### src/uart_scrambler_pkg.sv
//**************************************************
// Shared constants for the scrambling UART host
// Frame format, baud divider, key and FSM encoding
//**************************************************
`default_nettype none

package uart_scrambler_pkg;

    // Frame format, 8N1
    localparam int DATA_BITS = 8;
    localparam int BIT_CNT_W = 4;              // Counts data bits 0..7

    // Bit period in clocks, short for simulation
    localparam int BAUD_DIV   = 16;
    localparam int BAUD_CNT_W = 16;

    // Key register and folded keystream word
    localparam int KEY_W  = 128;
    localparam int LOAD_W = 64;                // Half the key width

    // Fixed key seed loaded at reset
    localparam logic [KEY_W-1:0] KEY_INIT =
        128'hAAF1_0123_4567_89AB_CDEF_AAF1_0123_4567;

    // One-hot FSM states used by both tx and rx
    localparam int ST_W = 4;
    localparam logic [ST_W-1:0] ST_IDLE  = 4'b0001;
    localparam logic [ST_W-1:0] ST_START = 4'b0010;
    localparam logic [ST_W-1:0] ST_DATA  = 4'b0100;
    localparam logic [ST_W-1:0] ST_STOP  = 4'b1000;

endpackage

`default_nettype wire

### src/baud_tick_gen.sv
//**************************************************
// Baud tick generator
// Free-running divider, one-cycle tick per bit period
//**************************************************
`default_nettype none

module baud_tick_gen (
    input  logic clk,
    input  logic rst,
    output logic baud_tick
);
    import uart_scrambler_pkg::*;

    logic [BAUD_CNT_W-1:0] cnt;

    // Wraps after BAUD_DIV counts
    always_ff @(posedge clk or posedge rst) begin
        if (rst) begin
            cnt <= '0;
        end else if (cnt == BAUD_CNT_W'(BAUD_DIV - 1)) begin
            cnt <= '0;
        end else begin
            cnt <= cnt + 1'b1;
        end
    end

    assign baud_tick = (cnt == '0);            // Tick decoded at count zero

    // Ticks are at least one full bit period apart
    a_tick_spacing: assert property (
        @(posedge clk) disable iff (rst)
        baud_tick |=> !baud_tick [* BAUD_DIV - 1]
    );

endmodule

`default_nettype wire

### src/key_schedule.sv
//**************************************************
// Key schedule and keystream
// Byte-wise key shift with transmit data mixing
//**************************************************
`default_nettype none

module key_schedule (
    input  logic                                 clk,
    input  logic                                 rst,
    input  logic                                 tx_start,
    input  logic                                 rx_ready,
    input  logic [uart_scrambler_pkg::DATA_BITS-1:0] tx_data,
    output logic [uart_scrambler_pkg::LOAD_W-1:0]    load
);
    import uart_scrambler_pkg::*;

    logic [KEY_W-1:0]     key;
    logic                 key_step;
    logic [DATA_BITS-1:0] top_byte;
    logic [LOAD_W-1:0]    fold;

    // Step on any transmit strobe, busy or not, and on each received byte
    assign key_step = tx_start | rx_ready;
    assign top_byte = key[KEY_W-1 -: DATA_BITS];

    // Upper half folded onto lower half
    assign fold = key[KEY_W-1:LOAD_W] ^ key[LOAD_W-1:0];

    always_ff @(posedge clk or posedge rst) begin
        if (rst) begin
            key <= KEY_INIT;
        end else if (key_step) begin
            // Shift left one byte, old top byte mixed back in at the bottom
            key <= {key[KEY_W-DATA_BITS-1:0], top_byte ^ tx_data};
        end
    end

    // Keystream register, trails the key by one edge
    always_ff @(posedge clk or posedge rst) begin
        if (rst) begin
            load <= KEY_INIT[KEY_W-1:LOAD_W] ^ KEY_INIT[LOAD_W-1:0];
        end else begin
            load <= fold;
        end
    end

    // Key only moves on a strobe
    a_key_hold: assert property (
        @(posedge clk) disable iff (rst)
        !key_step |=> $stable(key)
    );

endmodule

`default_nettype wire

### src/uart_tx.sv
//**************************************************
// UART transmitter
// Scrambles one byte per start strobe and sends it 8N1
//**************************************************
`default_nettype none

module uart_tx (
    input  logic                                     clk,
    input  logic                                     rst,
    input  logic                                     baud_tick,
    input  logic                                     tx_start,
    input  logic [uart_scrambler_pkg::DATA_BITS-1:0] tx_data,
    input  logic [uart_scrambler_pkg::LOAD_W-1:0]    load,
    output logic                                     tx_out,
    output logic                                     tx_busy
);
    import uart_scrambler_pkg::*;

    logic [ST_W-1:0]      state;
    logic [BIT_CNT_W-1:0] bit_cnt;
    logic [DATA_BITS-1:0] shift;
    logic                 accept;
    logic                 last_bit;

    // Start honoured only when idle and no longer flagged busy
    assign accept   = (state == ST_IDLE) && !tx_busy && tx_start;
    assign last_bit = (bit_cnt == BIT_CNT_W'(DATA_BITS - 1));

    // Payload, scrambled with the keystream low byte on acceptance
    always_ff @(posedge clk) begin
        if (accept) begin
            shift <= tx_data ^ load[DATA_BITS-1:0];
        end else if ((state == ST_DATA) && baud_tick) begin
            shift <= shift >> 1;               // LSB first
        end
    end

    always_ff @(posedge clk or posedge rst) begin
        if (rst) begin
            state   <= ST_IDLE;
            tx_out  <= 1'b1;
            tx_busy <= 1'b0;
            bit_cnt <= '0;
        end else begin
            case (state)
                ST_IDLE: begin
                    tx_out  <= 1'b1;
                    tx_busy <= accept;
                    if (accept) begin
                        state <= ST_START;
                    end
                end
                ST_START: begin
                    if (baud_tick) begin
                        tx_out  <= 1'b0;       // Start bit
                        bit_cnt <= '0;
                        state   <= ST_DATA;
                    end
                end
                ST_DATA: begin
                    if (baud_tick) begin
                        tx_out <= shift[0];
                        if (last_bit) begin
                            state <= ST_STOP;
                        end else begin
                            bit_cnt <= bit_cnt + 1'b1;
                        end
                    end
                end
                ST_STOP: begin
                    if (baud_tick) begin
                        tx_out <= 1'b1;        // Stop bit, busy drops next cycle
                        state  <= ST_IDLE;
                    end
                end
                default: begin
                    state   <= ST_IDLE;
                    tx_out  <= 1'b1;
                    tx_busy <= 1'b0;
                end
            endcase
        end
    end

    a_idle_line_high: assert property (
        @(posedge clk) disable iff (rst) (state == ST_IDLE) |-> tx_out
    );

    a_busy_low_idle: assert property (
        @(posedge clk) disable iff (rst) !tx_busy |-> (state == ST_IDLE)
    );

    a_state_onehot: assert property (@(posedge clk) disable iff (rst) $onehot(state));

endmodule

`default_nettype wire

### src/uart_rx.sv
//**************************************************
// UART receiver
// Deserializes 8N1 frames into a byte and ready pulse
//**************************************************
`default_nettype none

module uart_rx (
    input  logic                                     clk,
    input  logic                                     rst,
    input  logic                                     baud_tick,
    input  logic                                     rx_in,
    output logic [uart_scrambler_pkg::DATA_BITS-1:0] rx_data,
    output logic                                     rx_ready
);
    import uart_scrambler_pkg::*;

    logic                 rx_sync;
    logic [ST_W-1:0]      state;
    logic [BIT_CNT_W-1:0] bit_cnt;
    logic [DATA_BITS-1:0] shift;
    logic                 last_bit;

    assign last_bit = (bit_cnt == BIT_CNT_W'(DATA_BITS - 1));

    // Single synchronizing flop, idles at line high
    always_ff @(posedge clk or posedge rst) begin
        if (rst) begin
            rx_sync <= 1'b1;
        end else begin
            rx_sync <= rx_in;
        end
    end

    // Data bits arrive LSB first, so fill from the top
    always_ff @(posedge clk) begin
        if ((state == ST_DATA) && baud_tick) begin
            shift <= {rx_sync, shift[DATA_BITS-1:1]};
        end
    end

    // Output byte, overwritten by every completed frame
    always_ff @(posedge clk) begin
        if ((state == ST_STOP) && baud_tick) begin
            rx_data <= shift;
        end
    end

    always_ff @(posedge clk or posedge rst) begin
        if (rst) begin
            state    <= ST_IDLE;
            rx_ready <= 1'b0;
            bit_cnt  <= '0;
        end else begin
            rx_ready <= 1'b0;                  // Pulse only
            case (state)
                ST_IDLE: begin
                    if (!rx_sync) begin
                        state <= ST_START;     // Falling edge, start bit
                    end
                end
                ST_START: begin
                    if (baud_tick) begin
                        bit_cnt <= '0;
                        state   <= ST_DATA;
                    end
                end
                ST_DATA: begin
                    if (baud_tick) begin
                        if (last_bit) begin
                            state <= ST_STOP;
                        end else begin
                            bit_cnt <= bit_cnt + 1'b1;
                        end
                    end
                end
                ST_STOP: begin
                    if (baud_tick) begin
                        rx_ready <= 1'b1;
                        state    <= ST_IDLE;
                    end
                end
                default: state <= ST_IDLE;
            endcase
        end
    end

    // A frame takes many ticks, so ready can never repeat back to back
    a_ready_pulse: assert property (
        @(posedge clk) disable iff (rst) rx_ready |=> !rx_ready
    );

endmodule

`default_nettype wire

### src/uart_scrambler_top.sv
//**************************************************
// UART host with keyed transmit scrambler
//**************************************************
`default_nettype none

module uart_scrambler_top (
    input  logic                                     clk,
    input  logic                                     rst,
    input  logic [uart_scrambler_pkg::DATA_BITS-1:0] tx_data,
    input  logic                                     tx_start,
    input  logic                                     rx_in,
    output logic [uart_scrambler_pkg::DATA_BITS-1:0] rx_data,
    output logic                                     tx_out,
    output logic                                     tx_busy,
    output logic                                     rx_ready
);
    import uart_scrambler_pkg::*;

    logic              baud_tick;              // Shared by tx and rx
    logic [LOAD_W-1:0] load;

    baud_tick_gen u_baud (
        .clk       (clk),
        .rst       (rst),
        .baud_tick (baud_tick)
    );

    // Key steps on raw start strobes and on received bytes
    key_schedule u_key (
        .clk      (clk),
        .rst      (rst),
        .tx_start (tx_start),
        .rx_ready (rx_ready),
        .tx_data  (tx_data),
        .load     (load)
    );

    uart_tx u_tx (
        .clk       (clk),
        .rst       (rst),
        .baud_tick (baud_tick),
        .tx_start  (tx_start),
        .tx_data   (tx_data),
        .load      (load),
        .tx_out    (tx_out),
        .tx_busy   (tx_busy)
    );

    uart_rx u_rx (
        .clk       (clk),
        .rst       (rst),
        .baud_tick (baud_tick),
        .rx_in     (rx_in),
        .rx_data   (rx_data),
        .rx_ready  (rx_ready)
    );

endmodule

`default_nettype wire

### config.mk
export PLATFORM = sky130hd
export DESIGN_NAME = uart_scrambler_top
export DESIGN_NICKNAME = d
export VERILOG_FILES = /design/src/uart_scrambler_pkg.sv /design/src/baud_tick_gen.sv /design/src/key_schedule.sv /design/src/uart_tx.sv /design/src/uart_rx.sv /design/src/uart_scrambler_top.sv
export SDC_FILE = /design/constraint.sdc
export NUM_CORES = 1
export LEC_CHECK = 0
export BUFFER_PORTS_ARGS = -buffer_cell sky130_fd_sc_hd__buf_4
export CAP_MARGIN = 20
export CORE_AREA = 3 3 166 168
export CTS_BUF_LIST = sky130_fd_sc_hd__clkbuf_8 sky130_fd_sc_hd__clkbuf_16
export CTS_CLUSTER_SIZE = 16
export DETAILED_ROUTE_END_ITERATION = 8
export DIE_AREA = 0 0 169 171
export HOLD_SLACK_MARGIN = 0.12
export PLACE_DENSITY = 0.42
export SETUP_SLACK_MARGIN = 0.2
export SYNTH_ARGS = -nofsm -noshare
export SYNTH_HDL_FRONTEND = slang
export SYNTH_SLANG_ARGS = --single-unit
### constraint.sdc
create_clock -name clk -period 7 [get_ports clk]
set_input_delay 1.4 -clock clk [delete_from_list [all_inputs] [get_ports clk]]
set_output_delay 1.4 -clock clk [all_outputs]
set_load 0.05 [all_outputs]
==> summary.md <==
| Metric | Value |
|---|---|
| DRC | `0` |
| CTS Sinks | `196` |
| Initial core utilization | `0.301` |
| Final Hold Vio Count | `0` |
| CTS Buf Count | `17` |
| # IOs | `23` |
| Via count | `4072` |
| Post-synth EDFFs | `24` |
| CTS Hold Bufs | `0` |
| Slew headroom | `0.413` |
| CORE AREA | `about 0.026 mm²` |
| Area leader, netlist | `dfrtp_1` |
| Largest net degree at the start of global routing | `about 80` |
| F_max | `~0.32 GHz` |
| Critical Path Sink Type | `flop` |
| Total setup buffers inserted after CTS | `0` |
| Synth cell count leaders | `mux2_2 (123), dfrtp_1 (102), dfstp_2 (70), nand2_1 (29), o21ai_0 (26)` |
| Ys async rst share | `0.878` |
| Pwr/cell area | `between 300 and 400 mW/mm²` |
| R2r setup slk | `between 4 and 5 ns` |
| Cells after Synth | `538` |
| Final setup viols | `0` |
| Placed cell areas | `0.00839 mm²` |
| First-pass GRT wire length | `between 20 and 25 mm` |
| RR Startpoint | `u_baud.cnt[0]` |
| Design area | `0.00903 mm²` |
| DRT Pass-1 Iters | `4` |
| Leak | `3.71 nW` |
| Worst-path fanout max | `69` |
| Synthesis-to-layout area growth | `15.1%` |
| Sequential-to-total area share from yosys stat | `0.652` |
| H-tree levels | `4` |
| Number of nets in the layout | `581` |
| CP startpoint | `tx_start` |
| FF+latch count, synth | `196` |
| Diodes inserted | `0` |
| Root Buffer | `clkbuf_16` |
| RSZ-0062 raised after global routing | `no` |
| Most frequent cell after synthesis | `mux2_2` |
| Max-cap check violation count | `0` |
| GRT Residual Overflow | `0` |
| Main flop type after synthesis | `dfrtp_1` |
| Standard-cell rows | `59` |
| Synthesized net count | `554` |
| TritonCTS clock tree | `built` |
| Post-synthesis instance area | `0.00784 mm²` |
| Synth top area share | `0.325` |
| Worst r2r dst | `u_rx.shift[6]` |
| Fin crit share | `0.450` |
| Setup_tns | `0 ns` |
| Tmin final | `3.15 ns` |
| Fraction of layout cells with a size suffix above 1 | `0.457` |
| Outcome | `finished, final reports clean` |
| Distinct cells, synth | `48` |
| Width of the die | `169 µm` |
| Post-DP HPWL | `7.76 mm` |
| Yosys Warn Count | `0` |
| Post-CTS Resized | `0` |
| R2R cell count | `5` |
| Port Buffer Count | `22` |
| CP Data Required Time | `between 7 and 8 ns` |
| Critical path endpoint | `u_key.key[68]` |
| Vias in the first global route | `4312` |
| Total GRT Usage | `0.0923` |
| Initial antenna violation count | `0` |
| Final Wtd Congestion | `between 0.7 and 0.8` |
| Hold crit path type | `flop to flop` |
| Maximum clock path buffer count | `2` |
| Number of vias per cell | `about 4.5` |
| Worst Setup Start Kind | `input pin` |
| Die height | `171 µm` |
| Crit Path Category | `input pin to flop` |
| Die area | `0.0289 mm²` |
| Worst VDD drop | `0.000187 V` |
| Reg clk slew, reported paths | `0.08 ns` |
| Filler cells | `around 2500` |
| Clock insertion delay at the later pin of the skew report | `0.42 ns` |
| Worst Skew | `0.00892 ns` |
| Area contributors post-synth | `dfrtp_1 (33%), dfstp_2 (23%), mux2_2 (18%), edfxtp_1 (9.2%), xnor2_1 (2.2%)` |
| Critical path arrival | `3.45 ns` |
| Drt first-iter violations | `195` |
| Final wirelength | `about 12 mm` |
| Routed Antenna Nets | `0` |
| Worst-Margin Slew | `0.868 ns` |
| Final count of pins violating max slew | `0` |
| Avg Inst Size Synth | `about 15 µm²` |
| Routed wire per std cell | `13.5 µm` |
==> worst min path at each step <==
stage | start | to | depth (start not counted)
2_1_floorplan | u_rx.shift[0] | u_rx.rx_data[0] | 0
3_3_place_gp | u_rx.shift[0] | u_rx.rx_data[0] | 0
3_5_place_dp | u_rx.shift[0] | u_rx.rx_data[0] | 0
4_1_cts | u_rx.shift[0] | u_rx.rx_data[0] | 0
5_1_grt | u_rx.shift[0] | u_rx.rx_data[0] | 0
6_report | u_rx.shift[0] | u_rx.rx_data[0] | 0
==> where the power goes <==
part           total [mW]  leakage (nW)  switching [mW]  internal (mW)
clock                1.00         0.306           0.464          0.536
combinational       0.496          1.19           0.165          0.330
sequential           1.88          2.21           0.207           1.67
==> layout make-up <==
class                      instances  area [µm²]  share of cell area
clock inverter                    14         179              0.0198
clock buffer                      18         450              0.0499
multi-input combinational        312        2620               0.290
timing repair buffer              28         210              0.0233
tap                              335         419              0.0464
sequential                       196        5110               0.566
inverter                          10        42.5             0.00471
==> through the flow <==
step / utilization / power [mW] / cells / setup slack (ns) / hold WS [ns]
2_1_floorplan: - / 2.27 / 538 / 1.06 / 0.400
3_3_place_gp: 0.322 / 2.38 / 880 / 3.38 / 0.403
3_5_place_dp: 0.322 / 2.41 / 880 / 3.35 / 0.406
4_1_cts: 0.346 / 3.44 / 912 / 3.81 / 0.426
5_1_grt: 0.347 / 3.59 / 913 / 3.69 / 0.435
6_report: 0.347 / 3.37 / 913 / 3.85 / 0.426
==> sequential cells by signal, summed over array words and instances (netlist names) <==
register       flops
u_tx.state         4
u_rx.rx_ready      1
u_baud.cnt        16
u_key.load         8
u_rx.rx_data       8
u_tx.shift         8
u_rx.rx_sync       1
u_rx.shift         8
u_rx.bit_cnt       4
u_tx.tx_out        1
u_rx.state         4
u_tx.tx_busy       1
u_key.key        128
u_tx.bit_cnt       4
==> critical path, stage by stage <==
cell    delay (ns)
buf_4         0.12
nor2_4        0.09
buf_4         0.63
buf_4         0.76
mux2_2        0.41
==> layout by cell type (no fill, tap or decap), types with 2 or more instances in the layout <==
master     netlist  final
or4_4            3      3
nor3_1           6      6
clkbuf_16        0     18
nor4_1           3      2
nand4_1          5      5
nor3b_1          2      2
mux2_2         123    123
dfrtp_1        102    102
inv_6            0      5
nor4b_1          2      2
a21o_1           2      2
xor2_1          19     19
nor2_1          20     19
ha_1             4      4
or4_1            2      2
buf_4            0     28
nand2_1         29     29
clkinv_4         0      3
nand3b_1         2      2
a211oi_1         2      2
a21oi_1          2      2
nand2b_1         3      3
o21ai_0         26     26
nor2b_1          5      5
inv_1           10      9
dfstp_2         70     70
edfxtp_1        24     24
inv_8            0      2
nand3_1         11     11
xnor2_1         20     20
clkinv_8         0      4
==> per-layer routing <==
layer  routed length [µm]  vias up  track usage
met5                    0        -            0
met1                 5850     2066        0.118
li1                     -     1953            -
met2                 5960       42        0.151
met4                  144        0       0.0335
met3                  329       11       0.0266
==> logic make-up (layout without fill, tap and decap cells) <==
logic type      Yosys count  after routing  share of synthesized area
compound gates           45             45                     0.0361
simple gates            100            100                     0.0680
buf+inv                  30             70                     0.0163
flops                   196            196                      0.652
xor+xnor                 39             39                     0.0436
mux                     124            124                      0.178
fa+ha+maj                 4              4                    0.00638
(Power assumes the default switching activity.)
